<file path="config.mk">
export PLATFORM = sky130hd
export DESIGN_NAME = vecDisplay
export DESIGN_NICKNAME = d
export VERILOG_FILES = /design/src/vecPkg.sv /design/src/vecMem.sv /design/src/vecGenerator.sv /design/src/lineQueue.sv /design/src/lineRasterizer.sv /design/src/vecDisplay.sv
export SDC_FILE = /design/constraint.sdc
export NUM_CORES = 2
export LEC_CHECK = 0
export BUFFER_PORTS_ARGS = -buffer_cell sky130_fd_sc_hd__buf_2
export CAP_MARGIN = 5
export CORE_ASPECT_RATIO = 0.7
export CORE_MARGIN = 5
export CORE_UTILIZATION = 65
export CTS_CLUSTER_DIAMETER = 40
export DETAILED_ROUTE_END_ITERATION = 6
export PLACE_DENSITY_LB_ADDON = 0.12
export SLEW_MARGIN = 20
export SYNTH_ARGS = -nofsm -noshare
export SYNTH_HDL_FRONTEND = slang
export SYNTH_MEMORY_MAX_BITS = 65536
export SYNTH_SLANG_ARGS = --single-unit
</file>
<file path="constraint.sdc">
create_clock -name clk -period 15.8 [get_ports clk]
set_input_delay 1.58 -clock clk [delete_from_list [all_inputs] [get_ports clk]]
set_output_delay 1.58 -clock clk [all_outputs]
set_load 0.005 [all_outputs]
</file>
<file path="src/vecPkg.sv">
package vecPkg;

  //////////////////////////////////////////////////////////////////////
  // Display-list opcodes
  //////////////////////////////////////////////////////////////////////

  typedef enum logic [1:0] {
    opCntr = 2'b00,  // Beam back to screen center
    opVctr = 2'b01,  // Relative vector
    opJmp  = 2'b10,  // Jump within the display list
    opHalt = 2'b11
  } vecOpcode;

  //////////////////////////////////////////////////////////////////////
  // Instruction word layout
  //////////////////////////////////////////////////////////////////////

  localparam int INSTR_W  = 16;
  localparam int INTENS_W = 4;

  localparam int OP_LSB     = 14;
  localparam int OP_W       = 2;
  localparam int INTENS_LSB = 10;

  // Signed two's complement deltas of a vector
  localparam int DELTA_W = 5;
  localparam int DX_LSB  = 5;
  localparam int DY_LSB  = 0;

  // Jump target sits in the low bits
  localparam int JMP_LSB = 0;

  // Defaults for the top level parameters
  localparam int DEF_COORD_W     = 8;
  localparam int DEF_ADDR_W      = 8;
  localparam int DEF_QUEUE_DEPTH = 4;

endpackage

</file>
<file path="src/vecMem.sv">
`timescale 1ns/1ps

module vecMem #(
  parameter int ADDR_W = vecPkg::DEF_ADDR_W
) (
  input  logic                       clk,

  // Host download port
  input  logic [ADDR_W-1:0]          dlAddr,
  input  logic [vecPkg::INSTR_W-1:0] dlData,
  input  logic                       dlWr,

  // Generator read port
  input  logic [ADDR_W-1:0]          rdAddr,
  output logic [vecPkg::INSTR_W-1:0] rdData
);
  import vecPkg::*;

  localparam int WORDS = 2 ** ADDR_W;

  logic [INSTR_W-1:0] store [WORDS];

  // Download writes only happen while the engine is halted
  always_ff @(posedge clk) begin
    if (dlWr) begin
      store[dlAddr] <= dlData;
    end
  end

  // Registered read, data one cycle after the address
  always_ff @(posedge clk) begin
    rdData <= store[rdAddr];
  end

endmodule

</file>
<file path="src/vecGenerator.sv">
`timescale 1ns/1ps

module vecGenerator #(
  parameter int COORD_W = vecPkg::DEF_COORD_W,
  parameter int ADDR_W  = vecPkg::DEF_ADDR_W
) (
  input  logic                        clk,
  input  logic                        rst,
  input  logic                        go,
  output logic                        halted,

  // Display-list read
  output logic [ADDR_W-1:0]           rdAddr,
  input  logic [vecPkg::INSTR_W-1:0]  rdData,

  // Segment output
  output logic [COORD_W-1:0]          segStartX,
  output logic [COORD_W-1:0]          segStartY,
  output logic [COORD_W-1:0]          segEndX,
  output logic [COORD_W-1:0]          segEndY,
  output logic [vecPkg::INTENS_W-1:0] segColor,
  output logic                        segValid,
  input  logic                        segReady
);
  import vecPkg::*;

  typedef enum logic [2:0] {
    stIdle,
    stFetch,
    stWait,
    stExec,
    stEmit
  } genState;

  // Half the coordinate range
  localparam logic [COORD_W-1:0] CENTER = {1'b1, {(COORD_W-1){1'b0}}};

  genState             state;
  logic [ADDR_W-1:0]   pc;
  logic [INSTR_W-1:0]  instr;
  logic [COORD_W-1:0]  beamX;
  logic [COORD_W-1:0]  beamY;

  vecOpcode            op;
  logic [INTENS_W-1:0] intens;
  logic [COORD_W-1:0]  nextX;
  logic [COORD_W-1:0]  nextY;
  logic                start;

  function automatic logic [COORD_W-1:0] sext(input logic [DELTA_W-1:0] d);
    return {{(COORD_W-DELTA_W){d[DELTA_W-1]}}, d};
  endfunction

  //////////////////////////////////////////////////////////////////////
  // Decode
  //////////////////////////////////////////////////////////////////////

  assign op     = vecOpcode'(instr[OP_LSB +: OP_W]);
  assign intens = instr[INTENS_LSB +: INTENS_W];

  // Wraps modulo the coordinate range
  assign nextX = beamX + sext(instr[DX_LSB +: DELTA_W]);
  assign nextY = beamY + sext(instr[DY_LSB +: DELTA_W]);

  assign start  = (state == stIdle) && go;
  assign rdAddr = pc;

  // Halt shows up already in the execute cycle of opHalt
  assign halted = (state == stIdle) || ((state == stExec) && (op == opHalt));

  //////////////////////////////////////////////////////////////////////
  // Sequencer
  //////////////////////////////////////////////////////////////////////

  always_ff @(posedge clk) begin
    if (rst) begin
      state    <= stIdle;
      pc       <= '0;
      segValid <= 1'b0;
    end else begin
      case (state)
        stIdle: begin
          if (go) begin
            pc    <= '0;
            state <= stFetch;
          end
        end
        stFetch: state <= stWait;
        stWait:  state <= stExec;
        stExec: begin
          case (op)
            opCntr: begin
              pc    <= pc + 1'b1;
              state <= stFetch;
            end
            opVctr: begin
              pc <= pc + 1'b1;
              // Blank vectors only move the beam
              if (intens != '0) begin
                segValid <= 1'b1;
                state    <= stEmit;
              end else begin
                state <= stFetch;
              end
            end
            opJmp: begin
              pc    <= instr[JMP_LSB +: ADDR_W];
              state <= stFetch;
            end
            default: state <= stIdle;
          endcase
        end
        stEmit: begin
          if (segReady) begin
            segValid <= 1'b0;
            state    <= stFetch;
          end
        end
        default: state <= stIdle;
      endcase
    end
  end

  // Beam and segment payload
  always_ff @(posedge clk) begin
    if (start) begin
      beamX <= CENTER;
      beamY <= CENTER;
    end
    if (state == stWait) begin
      instr <= rdData;
    end
    if (state == stExec) begin
      if (op == opCntr) begin
        beamX <= CENTER;
        beamY <= CENTER;
      end else if (op == opVctr) begin
        beamX     <= nextX;
        beamY     <= nextY;
        segStartX <= beamX;
        segStartY <= beamY;
        segEndX   <= nextX;
        segEndY   <= nextY;
        segColor  <= intens;
      end
    end
  end

endmodule

</file>
<file path="src/lineQueue.sv">
`timescale 1ns/1ps

module lineQueue #(
  parameter int COORD_W = vecPkg::DEF_COORD_W,
  parameter int DEPTH   = vecPkg::DEF_QUEUE_DEPTH
) (
  input  logic                        clk,
  input  logic                        rst,

  // From the generator
  input  logic [COORD_W-1:0]          segStartX,
  input  logic [COORD_W-1:0]          segStartY,
  input  logic [COORD_W-1:0]          segEndX,
  input  logic [COORD_W-1:0]          segEndY,
  input  logic [vecPkg::INTENS_W-1:0] segColor,
  input  logic                        segValid,
  output logic                        segReady,

  // To the rasterizer
  output logic [COORD_W-1:0]          qStartX,
  output logic [COORD_W-1:0]          qStartY,
  output logic [COORD_W-1:0]          qEndX,
  output logic [COORD_W-1:0]          qEndY,
  output logic [vecPkg::INTENS_W-1:0] qColor,
  output logic                        qValid,
  input  logic                        qReady
);
  import vecPkg::*;

  localparam int ENTRY_W = 4 * COORD_W + INTENS_W;
  localparam int PTR_W   = (DEPTH > 1) ? $clog2(DEPTH) : 1;
  localparam int CNT_W   = $clog2(DEPTH + 1);

  logic [ENTRY_W-1:0] store [DEPTH];
  logic [PTR_W-1:0]   wrPtr;
  logic [PTR_W-1:0]   rdPtr;
  logic [CNT_W-1:0]   count;
  logic               push;
  logic               pop;

  // Circular pointer step, depth need not be a power of two
  function automatic logic [PTR_W-1:0] bump(input logic [PTR_W-1:0] p);
    return (p == PTR_W'(DEPTH - 1)) ? '0 : p + 1'b1;
  endfunction

  assign qValid = (count != '0);
  assign pop    = qValid && qReady;
  // A full queue still takes a word when the head leaves
  assign segReady = (count != CNT_W'(DEPTH)) || pop;
  assign push     = segValid && segReady;

  assign {qStartX, qStartY, qEndX, qEndY, qColor} = store[rdPtr];

  always_ff @(posedge clk) begin
    if (push) begin
      store[wrPtr] <= {segStartX, segStartY, segEndX, segEndY, segColor};
    end
  end

  always_ff @(posedge clk) begin
    if (rst) begin
      wrPtr <= '0;
      rdPtr <= '0;
      count <= '0;
    end else begin
      if (push) wrPtr <= bump(wrPtr);
      if (pop)  rdPtr <= bump(rdPtr);
      if (push && !pop) begin
        count <= count + 1'b1;
      end else if (pop && !push) begin
        count <= count - 1'b1;
      end
    end
  end

endmodule

</file>
<file path="src/lineRasterizer.sv">
`timescale 1ns/1ps

module lineRasterizer #(
  parameter int COORD_W = vecPkg::DEF_COORD_W
) (
  input  logic                        clk,
  input  logic                        rst,

  // Segment in
  input  logic [COORD_W-1:0]          qStartX,
  input  logic [COORD_W-1:0]          qStartY,
  input  logic [COORD_W-1:0]          qEndX,
  input  logic [COORD_W-1:0]          qEndY,
  input  logic [vecPkg::INTENS_W-1:0] qColor,
  input  logic                        qValid,
  output logic                        qReady,

  // Pixel out
  output logic [COORD_W-1:0]          pixelX,
  output logic [COORD_W-1:0]          pixelY,
  output logic [vecPkg::INTENS_W-1:0] pixelColor,
  output logic                        pixelValid,
  input  logic                        pixelReady
);
  import vecPkg::*;

  typedef enum logic {rsIdle, rsDraw} rastState;

  // One spare bit so err plus the minor length cannot overflow
  localparam int ERR_W = COORD_W + 1;

  rastState           state;
  logic [COORD_W-1:0] dX, dY, absX, absY;
  logic [COORD_W-1:0] ldMajor, ldMinor;
  logic               ldXMajor;

  logic               xMajor;
  logic [COORD_W-1:0] majorLen, minorLen, remain;
  logic [COORD_W-1:0] stepX, stepY;
  logic [ERR_W-1:0]   err, errSum;
  logic               minorStep, load, accept;

  //////////////////////////////////////////////////////////////////////
  // Setup from the queue head
  //////////////////////////////////////////////////////////////////////

  // Shortest signed deltas modulo the coordinate range
  assign dX   = qEndX - qStartX;
  assign dY   = qEndY - qStartY;
  assign absX = dX[COORD_W-1] ? ~dX + 1'b1 : dX;
  assign absY = dY[COORD_W-1] ? ~dY + 1'b1 : dY;

  assign ldXMajor = (absX >= absY);
  assign ldMajor  = ldXMajor ? absX : absY;
  assign ldMinor  = ldXMajor ? absY : absX;

  assign qReady     = (state == rsIdle);
  assign pixelValid = (state == rsDraw);
  assign load       = qValid && qReady;
  assign accept     = pixelValid && pixelReady;

  // Minor step once the accumulated error reaches the major length
  assign errSum    = err + {1'b0, minorLen};
  assign minorStep = (errSum >= {1'b0, majorLen});

  always_ff @(posedge clk) begin
    if (rst) begin
      state <= rsIdle;
    end else if (load) begin
      state <= rsDraw;
    end else if (accept && remain == '0) begin
      // End pixel taken
      state <= rsIdle;
    end
  end

  //////////////////////////////////////////////////////////////////////
  // Walk
  //////////////////////////////////////////////////////////////////////

  always_ff @(posedge clk) begin
    if (load) begin
      pixelX     <= qStartX;
      pixelY     <= qStartY;
      pixelColor <= qColor;
      xMajor     <= ldXMajor;
      majorLen   <= ldMajor;
      minorLen   <= ldMinor;
      remain     <= ldMajor;
      err        <= {1'b0, ldMajor >> 1};
      stepX      <= dX[COORD_W-1] ? '1 : COORD_W'(1);
      stepY      <= dY[COORD_W-1] ? '1 : COORD_W'(1);
    end else if (accept && remain != '0) begin
      remain <= remain - 1'b1;
      err    <= minorStep ? errSum - {1'b0, majorLen} : errSum;
      if (xMajor) begin
        pixelX <= pixelX + stepX;
        if (minorStep) pixelY <= pixelY + stepY;
      end else begin
        pixelY <= pixelY + stepY;
        if (minorStep) pixelX <= pixelX + stepX;
      end
    end
  end

endmodule

</file>
<file path="src/vecDisplay.sv">
`timescale 1ns/1ps

module vecDisplay #(
  parameter int COORD_W     = vecPkg::DEF_COORD_W,
  parameter int ADDR_W      = vecPkg::DEF_ADDR_W,
  parameter int QUEUE_DEPTH = vecPkg::DEF_QUEUE_DEPTH
) (
  input  logic                        clk,
  input  logic                        rst,

  input  logic [ADDR_W-1:0]           dlAddr,
  input  logic [vecPkg::INSTR_W-1:0]  dlData,
  input  logic                        dlWr,

  input  logic                        go,
  output logic                        halted,

  output logic [COORD_W-1:0]          pixelX,
  output logic [COORD_W-1:0]          pixelY,
  output logic [vecPkg::INTENS_W-1:0] pixelColor,
  output logic                        pixelValid,
  input  logic                        pixelReady
);
  import vecPkg::*;

  logic [ADDR_W-1:0]   rdAddr;
  logic [INSTR_W-1:0]  rdData;

  // Generator to queue
  logic [COORD_W-1:0]  segStartX, segStartY, segEndX, segEndY;
  logic [INTENS_W-1:0] segColor;
  logic                segValid, segReady;

  // Queue to rasterizer
  logic [COORD_W-1:0]  qStartX, qStartY, qEndX, qEndY;
  logic [INTENS_W-1:0] qColor;
  logic                qValid, qReady;

  vecMem #(.ADDR_W(ADDR_W)) mem (
    .clk(clk), .dlAddr(dlAddr), .dlData(dlData), .dlWr(dlWr),
    .rdAddr(rdAddr), .rdData(rdData)
  );

  vecGenerator #(.COORD_W(COORD_W), .ADDR_W(ADDR_W)) gen (
    .clk(clk), .rst(rst), .go(go), .halted(halted),
    .rdAddr(rdAddr), .rdData(rdData),
    .segStartX(segStartX), .segStartY(segStartY),
    .segEndX(segEndX), .segEndY(segEndY), .segColor(segColor),
    .segValid(segValid), .segReady(segReady)
  );

  lineQueue #(.COORD_W(COORD_W), .DEPTH(QUEUE_DEPTH)) lineQ (
    .clk(clk), .rst(rst),
    .segStartX(segStartX), .segStartY(segStartY),
    .segEndX(segEndX), .segEndY(segEndY), .segColor(segColor),
    .segValid(segValid), .segReady(segReady),
    .qStartX(qStartX), .qStartY(qStartY), .qEndX(qEndX), .qEndY(qEndY),
    .qColor(qColor), .qValid(qValid), .qReady(qReady)
  );

  lineRasterizer #(.COORD_W(COORD_W)) rast (
    .clk(clk), .rst(rst),
    .qStartX(qStartX), .qStartY(qStartY), .qEndX(qEndX), .qEndY(qEndY),
    .qColor(qColor), .qValid(qValid), .qReady(qReady),
    .pixelX(pixelX), .pixelY(pixelY), .pixelColor(pixelColor),
    .pixelValid(pixelValid), .pixelReady(pixelReady)
  );

endmodule

</file>
==> flow_metrics.py <==
metrics = {
    "synth": {
        "syn_inst": 8295,
        "yosysUniqueCellTypes": 85,
        "synth_seq_area_share": 0.765,
        "synthArstFlopShare": 0,
        "ys_ff_latch": 4402,
        "synthTopCellsByArea": "edfxtp_1, mux4_2, mux2i_1, nor2_1, dfxtp_1",
        "synth_area_per_cell_sq_um": 20.7,
        "synth_top_area_frac": 0.759,
        "syn_area_sq_um": 172000,
        "ys.flop_type": "edfxtp_1",
        "synthesis.nets": 8408,
        "yosysWarningCount": 0,
        "synth_top_area_cell": "edfxtp_1",
        "synth-edff-count": 4346,
    },
    "worst_setup_path": {
        "crit_slowest_cell": "nor3_1",
        "cp_top_family": "buffers and inverters",
        "cp_data_required_time_ps": 16650,
        "path_cells": "buf_4 > buf_4 > buf_4 > nor2b_4 > buf_4 > buf_4 > a22o_1 > nor4_1 > nor3_1 > o32ai_1 > mux2i_1",
        "slowest_delay_ps": 960,
        "cpMostUsedCell": "buf_4",
        "worstPathArrival_ps": 7320,
        "critical_path.startpoint_type": "flop",
        "crit_buf_inv": 5,
        "cp_max_fo": 37,
        "cp-end-kind": "flop",
        "crit_type": "flop to flop",
    },
    "timing": {
        "relSlewSlack": 0.0664,
        "finalSetupViolations": 0,
        "worstMarginPinSlew_ps": 1400,
        "final-hold-violation-count": 0,
        "fmax_mhz": 154,
        "slew_viol_final": 0,
        "fin_crit_ps": 6470,
        "final.setup.tns_ps": 0,
        "rsz0062_at_grt": "no",
        "post-route-period-util": 0.410,
        "skew_ps": 65.1,
        "hold_ws_ps": 465,
    },
    "pwr": {
        "leakagePower_nw": 59.6,
        "ir_drop_v": 0.000185,
        "powerDensity_nw_per_um2": 142,
    },
    "die": {
        "dieArea_sq_um": 275000,
        "coreArea_sq_um": 264000,
        "die_y_microns": 440,
        "ios": 51,
        "core.rowCount": 158,
        "initial_utilization": 0.651,
        "die-width_microns": 625,
    },
    "clock_tree": {
        "cts.sinks": 4402,
        "cts_root_buf": "clkbuf_16",
        "cts_tree": "yes",
        "cts_buffers": 451,
        "clkTransAtPathRegs_ps": 70,
        "htree_levels": 5,
        "clock_latency_ps": 950,
        "cts_max_path_buffers": 4,
        "postCtsSetupBuffers": 0,
        "post_cts_resized": 0,
        "cts_hold_buf": 0,
    },
    "final_layout": {
        "multi_input_area_sq_um": 37800,
        "seqCellArea_sq_um": 132000,
        "drive_gt1_frac": 0.243,
        "area_growth_pct": 12.4,
        "nFillCells": 15000,
        "nets": 8891,
        "final_util": 0.732,
    },
    "min_path": {
        "hp-class": "flop to flop",
    },
    "global_route": {
        "track_usage": 0.360,
        "grt_pass1_vias": 88300,
        "antenna_found_initial": 39,
        "grt_pass1_wl_mm": 686,
        "gr-total-overflow": 0,
        "grt_max_degree": 120,
    },
    "drt": {
        "detail-route-antenna-nets": 0,
        "drc": 0,
        "wl_per_cell_microns": 38.6,
        "drt-pass1-iter-count": 6,
        "drt_iter0_drc": 16600,
        "vias": 91900,
        "wl_mm": 491,
        "viasPerCell": 7.22,
    },
    "placement": {
        "place_hpwl_mm": 294,
        "io_buffers": 50,
        "gp_congestion": 0.934,
    },
    "job": {
        "maxCapViolations": 0,
    },
    "run_status": {
        "outcome": "finished, final reports clean",
    },
}
==> Yosys cell counts, drive strengths merged (66+ instances only) <==
library cell,number
a211oi,81
a21oi,206
a221oi,73
a22oi,125
buf,264
clkbuf,200
edfxtp,4346
ha,75
inv,73
mux2i,434
mux4,911
nand2,199
nor2,397
o21ai,102
o22ai,66
==> report_power, final <==
group          total [mW]  internal (mW)  switching, mW
combinational        3.38           1.25           2.13
sequential           13.2           13.1          0.119
clock                10.9           6.28           4.58
==> worst paths after layout <==
kind / from / endpoint / slack, ps / depth (start not counted)
hold / removal: gen.instr[13] / gen.segColor[3] / 470 / 0
setup reg to reg: gen.rdAddr[2] / mem.rdData[7] / 9330 / 11
setup / recovery: gen.rdAddr[2] / mem.rdData[7] / 9330 / 11
hold reg to reg: gen.instr[13] / gen.segColor[3] / 470 / 0
==> logic make-up after synthesis <==
kind of cell | after synthesis | share of synthesized area
simple gates | 883 | 0.0230
xor+xnor | 67 | 0.00341
mux | 1357 | 0.146
compound gates | 962 | 0.0392
fa+ha+maj | 84 | 0.00650
flops | 4402 | 0.765
buf+inv | 540 | 0.0171
==> per-stage QoR <==
stage               setup slack [ps]  cells  total power, mW  cell area (sq um)
floorplan                       9890   8295             15.7             172000
global placement                9530  11800             16.7             178000
detailed placement              9640  11800             16.8             178000
CTS                             9540  12700             27.5             193000
global route                    9010  12700             28.4             193000
finish                          9330  12700             27.5             193000
==> cell usage in the layout (no fill, tap or decap), types with 44 or more instances in the layout <==
cell type	n
ha_1	75
clkinv_2	61
mux2i_1	434
clkbuf_1	53
inv_1	71
nor3_1	45
buf_4	431
clkinvlp_4	44
a21oi_1	206
o21ai_0	93
a211oi_1	76
clkbuf_16	459
nand3_1	57
edfxtp_1	4346
a221oi_1	72
o221ai_1	56
nand2_1	197
mux4_2	896
nor2_1	363
o22ai_1	64
a22o_1	48
a22oi_1	125
clkinv_1	60
dfxtp_1	48
bufinv_16	53
==> routing by layer <==
metal  up-vias  track usage  wire (microns)
met5         -      0.00667             350
met2      7518        0.488          208000
met1     47500        0.529          179000
li1      35700            -               -
met4        18        0.127           19300
met3      1056        0.155           85100
==> sequential cells by signal, indices dropped and copies added (netlist names), 4 cells and up, named ones only <==
| register | count |
|---|---|
| rast.remain | 8 |
| gen.segStartY | 8 |
| rast.err | 9 |
| gen.segEndX | 8 |
| rast.minorLen | 8 |
| gen.beamY | 8 |
| gen.rdAddr | 8 |
| gen.instr | 16 |
| gen.beamX | 8 |
| rast.majorLen | 8 |
| mem.store | 4096 |
| mem.rdData | 16 |
| gen.segEndY | 8 |
| rast.pixelX | 8 |
| gen.segColor | 4 |
| gen.segStartX | 8 |
| rast.pixelY | 8 |
| lineQ.store | 144 |
| rast.pixelColor | 4 |
==> area by class of cell <==
| type | instances | share of cell area |
|---|---|---|
| flip-flops and latches | 4402 | 0.681 |
| multi-input cells | 3353 | 0.195 |
| clock buffers | 521 | 0.0611 |
| well taps | 3520 | 0.0228 |
| repair buffers | 495 | 0.0201 |
| clock inverters | 313 | 0.0176 |
| inverters | 75 | 0.00150 |
| diodes | 35 | 0.000453 |
No activity file was read; power rests on OpenSTA's default activity.
